`config.mk`:
```
export PLATFORM = sky130hd
export DESIGN_NAME = stream_path
export DESIGN_NICKNAME = d
export VERILOG_FILES = /design/src/common/stream_pkg.sv /design/src/verilog/axis_reg_slice.sv /design/src/verilog/stream_op_unit.sv /design/src/verilog/stream_path.sv
export VERILOG_INCLUDE_DIRS = /design/src /design/src/common
export SDC_FILE = /design/constraint.sdc
export NUM_CORES = 1
export LEC_CHECK = 0
export BUFFER_PORTS_ARGS = -buffer_cell sky130_fd_sc_hd__clkbuf_2
export CAP_MARGIN = 20
export CORE_MARGIN = 2
export CORE_UTILIZATION = 59
export DETAILED_ROUTE_END_ITERATION = 8
export PLACE_DENSITY = 0.8
export SLEW_MARGIN = 20
export SYNTH_ARGS = -nofsm -noshare
export SYNTH_HDL_FRONTEND = slang
export SYNTH_SLANG_ARGS = --single-unit
```
`constraint.sdc`:
```
create_clock -name aclk -period 7.3 [get_ports aclk]
set_input_delay 0.365 -clock aclk [delete_from_list [all_inputs] [get_ports aclk]]
set_output_delay 0.365 -clock aclk [all_outputs]
set_load 0.05 [all_outputs]
```
`src/common/stream_defs.svh`:
```
`ifndef STREAM_DEFS_SVH
`define STREAM_DEFS_SVH

// width of tdata, a whole number of bytes
`define STREAM_DATA_BITS 64
`define STREAM_KEEP_BITS (`STREAM_DATA_BITS / 8)

// completed-packet counter, wraps
`define STREAM_CNT_BITS 16

`endif

```
`src/common/stream_pkg.sv`:
```
package stream_pkg;

	// transform applied to every beat of a packet, picked on the first beat
	typedef enum logic [1:0] {
		OP_PASS     = 2'd0,
		OP_INVERT   = 2'd1,
		OP_BYTE_REV = 2'd2,
		OP_INCR     = 2'd3
	} stream_op_e;

	// ST_IN_PKT means the opcode of the current packet is held
	typedef enum logic [0:0] {
		ST_IDLE   = 1'b0,
		ST_IN_PKT = 1'b1
	} pkt_state_e;

endpackage

```
`src/verilog/axis_reg_slice.sv`:
```
`timescale 1ns/1ps
`include "stream_defs.svh"

module axis_reg_slice #(
	parameter integer data_bits = `STREAM_DATA_BITS
) (
	input  logic                   aclk,
	input  logic                   aresetn,

	input  logic                   in_tvalid,
	output logic                   in_tready,
	input  logic [data_bits-1:0]   in_tdata,
	input  logic [data_bits/8-1:0] in_tkeep,
	input  logic                   in_tlast,

	output logic                   out_tvalid,
	input  logic                   out_tready,
	output logic [data_bits-1:0]   out_tdata,
	output logic [data_bits/8-1:0] out_tkeep,
	output logic                   out_tlast
);

	localparam integer keep_bits = data_bits / 8;

	logic                 ready_q, ready_d;
	logic                 out_valid_q, out_valid_d;
	logic [data_bits-1:0] out_data_q, out_data_d;
	logic [keep_bits-1:0] out_keep_q, out_keep_d;
	logic                 out_last_q, out_last_d;
	logic                 skid_valid_q, skid_valid_d;
	logic [data_bits-1:0] skid_data_q, skid_data_d;
	logic [keep_bits-1:0] skid_keep_q, skid_keep_d;
	logic                 skid_last_q, skid_last_d;

	// stay ready unless the skid is full or about to fill while the output stalls
	assign ready_d = out_tready || (!skid_valid_q && (!out_valid_q || !in_tvalid));

	always_comb begin
		out_valid_d  = out_valid_q;
		out_data_d   = out_data_q;
		out_keep_d   = out_keep_q;
		out_last_d   = out_last_q;
		skid_valid_d = skid_valid_q;
		skid_data_d  = skid_data_q;
		skid_keep_d  = skid_keep_q;
		skid_last_d  = skid_last_q;

		if (ready_q) begin
			if (out_tready || !out_valid_q) begin
				out_valid_d = in_tvalid;
				out_data_d  = in_tdata;
				out_keep_d  = in_tkeep;
				out_last_d  = in_tlast;
			end else begin
				// output is held, the incoming beat parks in the skid register
				skid_valid_d = in_tvalid;
				skid_data_d  = in_tdata;
				skid_keep_d  = in_tkeep;
				skid_last_d  = in_tlast;
			end
		end else if (out_tready) begin
			out_valid_d  = skid_valid_q;
			out_data_d   = skid_data_q;
			out_keep_d   = skid_keep_q;
			out_last_d   = skid_last_q;
			skid_valid_d = 1'b0;
		end
	end

	always_ff @(posedge aclk, negedge aresetn) begin
		if (!aresetn) begin
			ready_q      <= 1'b0;
			out_valid_q  <= 1'b0;
			skid_valid_q <= 1'b0;
		end else begin
			ready_q      <= ready_d;
			out_valid_q  <= out_valid_d;
			skid_valid_q <= skid_valid_d;
		end
	end

	always_ff @(posedge aclk) begin
		out_data_q  <= out_data_d;
		out_keep_q  <= out_keep_d;
		out_last_q  <= out_last_d;
		skid_data_q <= skid_data_d;
		skid_keep_q <= skid_keep_d;
		skid_last_q <= skid_last_d;
	end

	assign in_tready  = ready_q;
	assign out_tvalid = out_valid_q;
	assign out_tdata  = out_data_q;
	assign out_tkeep  = out_keep_q;
	assign out_tlast  = out_last_q;

	// a stalled output beat must not change or vanish before it is taken
	a_out_stable: assert property (@(posedge aclk) disable iff (!aresetn)
		(out_tvalid && !out_tready) |=>
			(out_tvalid && $stable(out_tdata) && $stable(out_tkeep) && $stable(out_tlast)));

endmodule

```
`src/verilog/stream_op_unit.sv`:
```
`timescale 1ns/1ps
`include "stream_defs.svh"

module stream_op_unit (
	input  logic                           aclk,
	input  logic                           aresetn,

	input  stream_pkg::stream_op_e         op,

	input  logic                           in_tvalid,
	output logic                           in_tready,
	input  logic [`STREAM_DATA_BITS-1:0]   in_tdata,
	input  logic [`STREAM_KEEP_BITS-1:0]   in_tkeep,
	input  logic                           in_tlast,

	output logic                           out_tvalid,
	input  logic                           out_tready,
	output logic [`STREAM_DATA_BITS-1:0]   out_tdata,
	output logic [`STREAM_KEEP_BITS-1:0]   out_tkeep,
	output logic                           out_tlast,

	output logic [`STREAM_CNT_BITS-1:0]    pkt_count
);

	import stream_pkg::*;

	pkt_state_e                  state_q;
	stream_op_e                  op_q;
	stream_op_e                  cur_op;
	logic                        xfer;
	logic [`STREAM_CNT_BITS-1:0] count_q;

	function automatic logic [`STREAM_DATA_BITS-1:0] byte_rev(
		input logic [`STREAM_DATA_BITS-1:0] word
	);
		logic [`STREAM_DATA_BITS-1:0] res;
		res = '0;
		for (int i = 0; i < `STREAM_KEEP_BITS; i++) begin
			res[8*i +: 8] = word[8*(`STREAM_KEEP_BITS-1-i) +: 8];
		end
		return res;
	endfunction

	// no storage on the data path, the handshake passes straight through
	assign in_tready  = out_tready;
	assign out_tvalid = in_tvalid;
	assign out_tkeep  = in_tkeep;
	assign out_tlast  = in_tlast;
	assign xfer       = in_tvalid && out_tready;

	// the first beat takes op directly, later beats use the latched copy
	assign cur_op = (state_q == ST_IDLE) ? op : op_q;

	always_comb begin
		case (cur_op)
			OP_INVERT:   out_tdata = ~in_tdata;
			OP_BYTE_REV: out_tdata = byte_rev(in_tdata);
			OP_INCR:     out_tdata = in_tdata + 1'b1;
			default:     out_tdata = in_tdata;
		endcase
	end

	always_ff @(posedge aclk, negedge aresetn) begin
		if (!aresetn) begin
			state_q <= ST_IDLE;
			op_q    <= OP_PASS;
			count_q <= '0;
		end else if (xfer) begin
			if (state_q == ST_IDLE) begin
				op_q <= op;
			end
			if (in_tlast) begin
				state_q <= ST_IDLE;
				count_q <= count_q + 1'b1;
			end else begin
				state_q <= ST_IN_PKT;
			end
		end
	end

	assign pkt_count = count_q;

	// a packet only opens on a taken beat that is not its last
	a_enter_pkt: assert property (@(posedge aclk) disable iff (!aresetn)
		(state_q == ST_IDLE && !(xfer && !in_tlast)) |=> (state_q == ST_IDLE));

endmodule

```
`src/verilog/stream_path.sv`:
```
`timescale 1ns/1ps
`include "stream_defs.svh"

module stream_path (
	input  logic                           aclk,
	input  logic                           aresetn,

	input  stream_pkg::stream_op_e         op,

	input  logic                           s_tvalid,
	output logic                           s_tready,
	input  logic [`STREAM_DATA_BITS-1:0]   s_tdata,
	input  logic [`STREAM_KEEP_BITS-1:0]   s_tkeep,
	input  logic                           s_tlast,

	output logic                           m_tvalid,
	input  logic                           m_tready,
	output logic [`STREAM_DATA_BITS-1:0]   m_tdata,
	output logic [`STREAM_KEEP_BITS-1:0]   m_tkeep,
	output logic                           m_tlast,

	output logic [`STREAM_CNT_BITS-1:0]    pkt_count
);

	// input slice to op unit
	logic                         a_tvalid;
	logic                         a_tready;
	logic [`STREAM_DATA_BITS-1:0] a_tdata;
	logic [`STREAM_KEEP_BITS-1:0] a_tkeep;
	logic                         a_tlast;

	// op unit to output slice
	logic                         b_tvalid;
	logic                         b_tready;
	logic [`STREAM_DATA_BITS-1:0] b_tdata;
	logic [`STREAM_KEEP_BITS-1:0] b_tkeep;
	logic                         b_tlast;

	axis_reg_slice #(
		.data_bits(`STREAM_DATA_BITS)
	) i_in_slice (
		.aclk      (aclk),
		.aresetn   (aresetn),
		.in_tvalid (s_tvalid),
		.in_tready (s_tready),
		.in_tdata  (s_tdata),
		.in_tkeep  (s_tkeep),
		.in_tlast  (s_tlast),
		.out_tvalid(a_tvalid),
		.out_tready(a_tready),
		.out_tdata (a_tdata),
		.out_tkeep (a_tkeep),
		.out_tlast (a_tlast)
	);

	stream_op_unit i_op_unit (
		.aclk      (aclk),
		.aresetn   (aresetn),
		.op        (op),
		.in_tvalid (a_tvalid),
		.in_tready (a_tready),
		.in_tdata  (a_tdata),
		.in_tkeep  (a_tkeep),
		.in_tlast  (a_tlast),
		.out_tvalid(b_tvalid),
		.out_tready(b_tready),
		.out_tdata (b_tdata),
		.out_tkeep (b_tkeep),
		.out_tlast (b_tlast),
		.pkt_count (pkt_count)
	);

	axis_reg_slice #(
		.data_bits(`STREAM_DATA_BITS)
	) i_out_slice (
		.aclk      (aclk),
		.aresetn   (aresetn),
		.in_tvalid (b_tvalid),
		.in_tready (b_tready),
		.in_tdata  (b_tdata),
		.in_tkeep  (b_tkeep),
		.in_tlast  (b_tlast),
		.out_tvalid(m_tvalid),
		.out_tready(m_tready),
		.out_tdata (m_tdata),
		.out_tkeep (m_tkeep),
		.out_tlast (m_tlast)
	);

endmodule

```
# ---- Yosys cells after proc, flatten, opt, wreduce, memory -nomap -nowiden
# Index checks and enable logic that the tools add are counted.
# Widths: inputs -> output; s select.
dict set report totals {
  regBits 317
  input_bits 79
  output_inout_bits 91
  wordCells 89
}
dict set report op_classes {
  n_addsub 2
  n_eq_ne 7
  muxes 33
  bitwise 3
  n_reduce_logical 23
}
# cell n
set op_table {}
lappend op_table {{$mux 64} 6}
lappend op_table {{$pmux 64 s3} 1}
lappend op_table {{$add 64x1->64 const B} 1}
lappend op_table {{$not 64->64} 1}
lappend op_table {{$mux 8} 6}
lappend op_table {{$mux 1} 19}
lappend op_table {{$add 16x1->16 const B} 1}
lappend op_table {{$reduce_and 2->1} 7}
lappend op_table {{$ne 2x2->1 const B} 4}
lappend op_table {{$logic_or 1x1->1} 6}
lappend op_table {{$logic_not 1->1} 5}
lappend op_table {{$eq 2x2->1 const B} 2}
lappend op_table {{$reduce_bool 2->1} 2}
lappend op_table {{$logic_and 1x1->1} 3}
lappend op_table {{$eq 2x1->1 const B} 1}
lappend op_table {{$mux 2} 1}
lappend op_table {{$not 1->1} 2}

# ---- Depth between registers and ports, before layout
dict set report logic_depth {
  depth_word 5
  depth_mapped 9
  depth_no_buf 7
}

# ---- Modules after synthesis
# Synthesis repeated with hierarchy kept, for this count alone.
dict set report hier_totals {
  cells_unflattened 1074
  area_unflattened_um2 14775.4
}
# module n_inst cells_each area_each_um2 seq_area_each_um2
set by_module_without_submodules {}
lappend by_module_without_submodules {axis_reg_slice 2 244 5484.0 4459.3}
lappend by_module_without_submodules {stream_op_unit 1 586 3807.4 475.5}

# ---- Worst setup path before layout
# OpenSTA, ideal clock, no wires.
dict set report synth_timing {
  kind {reg2reg}
  start {register i_out_slice.out_valid_q, in the netlist i_out_slice.out_tvalid}
  end {register i_out_slice.skid_data_q[0] (enable)}
  setup_time_ns 0.593
  t_arrival_ns 5.851
  required_ns 6.707
  path_slack_ns 0.856
  stages_incl_launch_ff 3
  synth_period_minus_slack_ns 6.444
  cell_sequence {dfrtp_1 > inv_1 > nor3_1}
}
dict set report synth_between {
  elab_chain_len 4
}
# element line
set synth_rtl {}
lappend synth_rtl {{start: declaration} axis_reg_slice.sv:26} ;# logic out_valid_q, out_valid_d;
lappend synth_rtl {{start signal: assignment} axis_reg_slice.sv:77} ;# out_valid_q <= out_valid_d;
lappend synth_rtl {{$logic_not 1->1} axis_reg_slice.sv:49} ;# if (out_tready || !out_valid_q) begin
lappend synth_rtl {{$logic_or 1x1->1} axis_reg_slice.sv:49}
lappend synth_rtl {{$not 1->1 (no line)} -}
lappend synth_rtl {{$reduce_and 2->1 (no line)} -}
lappend synth_rtl {{end signal: assignment} axis_reg_slice.sv:86} ;# skid_data_q <= skid_data_d;
lappend synth_rtl {{end: declaration} axis_reg_slice.sv:31} ;# logic [data_bits-1:0] skid_data_q, skid_data_d;
# Every way passes these cells.
# A chain may end at the register's enable or synchronous reset.

# ---- Worst setup path in the final report
dict set report layout_timing {
  start {register i_op_unit.state_q}
  end {register i_out_slice.out_data_q[61], in the netlist i_out_slice.out_tdata[61] (data pin)}
}
dict set report layout_between {
  elab_chain_len 5
  word_cells_on_any_way 7
  cone_classes {eq/ne: 3; mux: 4}
}
# element line
set layout_rtl {}
lappend layout_rtl {{start: declaration} stream_op_unit.sv:27} ;# pkt_state_e state_q;
lappend layout_rtl {{start signal: assignment} stream_op_unit.sv:65} ;# state_q <= ST_IDLE;
lappend layout_rtl {{start signal: assignment} stream_op_unit.sv:73} ;# state_q <= ST_IDLE;
lappend layout_rtl {{start signal: assignment} stream_op_unit.sv:76} ;# state_q <= ST_IN_PKT;
lappend layout_rtl {{$mux 2 *} stream_op_unit.sv:52} ;# assign cur_op = (state_q == ST_IDLE) ? op : op_q;
lappend layout_rtl {{$eq 2x2->1 or $eq 2x1->1 (tied branches)} stream_op_unit.sv:55} ;# case (cur_op)
lappend layout_rtl {{$pmux 64 s3 *} stream_op_unit.sv:55}
lappend layout_rtl {{$mux 64 *} axis_reg_slice.sv:49}
lappend layout_rtl {{$mux 64 *} axis_reg_slice.sv:48} ;# if (ready_q) begin
lappend layout_rtl {{via i_out_slice.out_data_d[61]} axis_reg_slice.sv:27} ;# logic [data_bits-1:0] out_data_q, out_data_d;
lappend layout_rtl {{end signal: assignment} axis_reg_slice.sv:83} ;# out_data_q <= out_data_d;
lappend layout_rtl {{end: declaration} axis_reg_slice.sv:27}
# The timed path passes the listed nets; every way through them passes the cells marked *. The select of a mux whose other input is x is not followed.

==> flow_metrics.tcl <==
set metrics [dict create \
    yosysSeqAreaShare 0.638 \
    slew_headroom 0.286 \
    synth_top_cell_by_area "edfxtp_1" \
    min_path_type "in2reg" \
    ys.flop_type "edfxtp_1" \
    finalCritPeriodShare 0.466 \
    switchingPower_mw 3.46 \
    p_int_mw 4.87 \
    fin_nets 1397 \
    critPathKind "reg2reg" \
    whs_path_depth 1 \
    grt_antenna_before_repair 0 \
    cts_root_buf "clkbuf_16" \
    max_freq_mhz 294 \
    cts_tree "done" \
    wl_per_cell_um 21.4 \
    swShare 0.416 \
    power.share.combinational 0.397 \
    wl_um 35600 \
    required_ns 7.56 \
    postCtsSetupRepairBufs 0 \
    synth.avg_cell_area_um2 13.1 \
    fin_crit_ns 3.40 \
    die_x_um 162 \
    numCtsBuffers 31 \
    power_frac_clock 0.184 \
    yosysMostFrequentCell "edfxtp_1" \
    grt_pass1_vias 9660 \
    hold_start "s_tdata[10]" \
    vias 10200 \
    maxSlewViolCount 0 \
    hold_end "i_in_slice.skid_data_q[10]$_DFFE_PP_" \
    gr-usage-all-layers 0.266 \
    tns_ns 0 \
    critPathMaxFanout 78 \
    cts_resized 0 \
    ff2ff_setup_slack_ns 3.90 \
    io_buffers 169 \
    start_util 0.604 \
    top_level_ports 170 \
    worst_slew_pin_slew_ns 1.07 \
    die_y_um 162 \
    slowest_delay_ns 0.63 \
    drtPass1Iterations 7 \
    drcViolationCount 0 \
    post-dp-hpwl_um 22600 \
    rsz0062_at_grt "no" \
    r2r_start "i_op_unit.state_q$_DFFE_PN0P_" \
    overflow 0 \
    routabilityCongestion 0.943 \
    hold_violations 0 \
    cap_violations 0 \
    postRouteAntennaNets 0 \
    powerDensity_mw_per_mm2 482 \
    viasPerCell 6.14 \
    die_area_mm2 0.0263 \
    crit_arrival_ns 3.66 \
    yosysUniqueCellTypes 65 \
    clockBufferDepth 3 \
    vdd.ir_drop.worst_uv 333 \
    worst_setup_path_end_kind "flip-flop" \
    synth_edf_count 292 \
    rows 57 \
    coreArea_mm2 0.0244 \
    grt_pass1_wl_um 54500 \
    synth_cells 1126 \
    netlist_area_mm2 0.0147 \
    numClockSinks 317 \
    drive_above_1_share 0.281 \
    cp_slowest_cell "buf_4" \
    clk_latency_ns 0.55 \
    yosys_register_bits 317 \
    status "finished clean" \
    worst_setup_path_start_kind "flip-flop" \
    path_cells "mux2_2 > buf_4 > nor2_1 > buf_4 > or3_1 > o311ai_0 > a31oi_1" \
    n_antenna_cell 0 \
    synth_warnings 0 \
    setup_viol 0 \
    netlist_top_cells_area "edfxtp_1, mux2_2, dfrtp_1, nand2_1, nor2_1" \
    p_leak_nw 6.47 \
    final_util 0.708 \
    seqPwrFrac 0.419 \
    syn_nets 1207 \
    fin_skew_ns 0.00649 \
    async_reset_ff_frac 0.0789 \
    cp_common_cell "buf_4" \
    grt_max_degree 83 \
    syn_to_final_growth_pct 17.3 \
    synth_common_cells "edfxtp_1, nand2_1, mux2_2" \
    clk_pin_slew_ns 0.06 \
    r2r_cells 7 \
    drt_iter0_drc 1188 \
    synth_top_area_frac 0.595 \
    htree_num_levels 1 \
    cts.hold.buffers_added 48 \
    r2r_end "i_out_slice.out_tdata[61]$_DFFE_PP_" \
]
-- layer usage --
| metal | vias up | track usage | wire length [um] |
|---|---|---|---|
| met5 | - | 0 | 0 |
| met4 | 0 | 0.0724 | 888 |
| met3 | 80 | 0.0363 | 3190 |
| met2 | 567 | 0.404 | 15900 |
| met1 | 4881 | 0.409 | 15600 |
| li1 | 4683 | - | - |
-- cell usage in the layout (no fill, tap or decap), types with 5 or more instances in the layout --
master | netlist | routed
o31ai_1 | 7 | 7
nand3_1 | 43 | 43
or3_1 | 9 | 9
dfrtp_1 | 25 | 23
xor2_1 | 28 | 28
and3_1 | 24 | 23
a221oi_1 | 5 | 5
inv_1 | 16 | 16
o41ai_1 | 6 | 6
a21boi_0 | 6 | 6
mux2_2 | 128 | 128
o211ai_1 | 9 | 9
nand4_1 | 18 | 18
edfxtp_1 | 292 | 292
a21oi_1 | 37 | 37
dlygate4sd3_1 | 0 | 48
nand2_1 | 130 | 130
o221ai_1 | 5 | 5
buf_4 | 1 | 11
a31oi_1 | 36 | 36
clkbuf_16 | 0 | 31
nor2_1 | 68 | 67
nor4_1 | 7 | 7
xnor2_1 | 27 | 27
clkinv_2 | 0 | 6
clkinv_1 | 0 | 5
clkbuf_1 | 49 | 6
a211oi_1 | 8 | 8
nor3_1 | 14 | 13
mux2i_1 | 12 | 11
o22ai_1 | 5 | 5
o21ai_0 | 22 | 22
and4_1 | 5 | 5
clkbuf_2 | 2 | 169
-- through the flow --
stage | worst slack, ns | power, mW | instances | area, um2 | hold WS [ns]
2_1_floorplan | 0.856 | 5.83 | 1126 | 14700 | 0.0694
6_report | 3.90 | 8.34 | 1664 | 17300 | 0.00600
5_1_grt | 3.70 | 8.70 | 1664 | 17300 | 0.0000453
3_3_place_gp | 4.01 | 6.66 | 1559 | 15800 | 0.400
3_5_place_dp | 3.97 | 6.74 | 1559 | 15800 | 0.405
4_1_cts | 3.95 | 8.31 | 1664 | 17300 | 0.000348
-- state kept, by name, indices dropped and copies added, names as in the netlist, 2 cells and up --
name / count
i_in_slice.skid_keep_q: 8
i_in_slice.skid_data_q: 64
i_out_slice.skid_keep_q: 8
i_in_slice.out_tkeep: 8
i_out_slice.out_tdata: 64
i_out_slice.skid_data_q: 64
i_out_slice.out_tkeep: 8
i_op_unit.pkt_count: 16
i_op_unit.op_q: 2
i_in_slice.out_tdata: 64
-- critical path: cells and delay by family, from the launching register on --
| family | cells | cell delay, ns |
|---|---|---|
| simple gates | 2 | 0.84 |
| buf+inv | 2 | 0.92 |
| flops | 1 | 0.49 |
| compound gates | 2 | 0.57 |
| mux | 1 | 0.27 |
-- cell type report --
class | count | area (um2)
clock buffer | 39 | 826
clock inverter | 18 | 149
fill | 1705 | 7110
inverter | 16 | 60.1
multi-input combinational | 722 | 5030
sequential | 317 | 9400
tap | 324 | 405
timing repair buffer | 228 | 1410
-- cell families (layout without fill, tap and decap cells) --
family                   Yosys count  after routing  synth area share
multiplexers                     141            141             0.107
XOR/XNOR                          55             55            0.0327
buffers and inverters             87            301            0.0241
adder cells (fa/ha/maj)            2              2           0.00170
flip-flops                       317            317             0.638
AO/OA/AOI/OAI                    187            187            0.0874
AND/OR/NAND/NOR                  337            337             0.110
-- how the worst max path moves through the flow --
stage / depth (start not counted) / start / end
after detailed placement: 7 / i_op_unit.state_q$_DFFE_PN0P_ / i_out_slice.out_tdata[61]$_DFFE_PP_
final: 7 / i_op_unit.state_q$_DFFE_PN0P_ / i_out_slice.out_tdata[61]$_DFFE_PP_
after global routing: 7 / i_op_unit.state_q$_DFFE_PN0P_ / i_out_slice.out_tdata[61]$_DFFE_PP_
after floorplan: 2 / i_out_slice.out_tvalid$_DFFE_PN0P_ / i_out_slice.skid_data_q[0]$_DFFE_PP_
after global placement: 7 / i_op_unit.state_q$_DFFE_PN0P_ / i_out_slice.out_tdata[61]$_DFFE_PP_
after CTS: 7 / i_op_unit.state_q$_DFFE_PN0P_ / i_out_slice.out_tdata[61]$_DFFE_PP_
-- power groups by stage --
stage	logic (mW)	clock network [mW]	registers [mW]
final	3.31	1.53	3.49
after global routing	3.53	1.62	3.55
after CTS	3.28	1.55	3.48
after detailed placement	3.24	0	3.50
after global placement	3.18	0	3.47
after floorplan	1.74	0	4.09
Power figures use the tool's default switching activity.
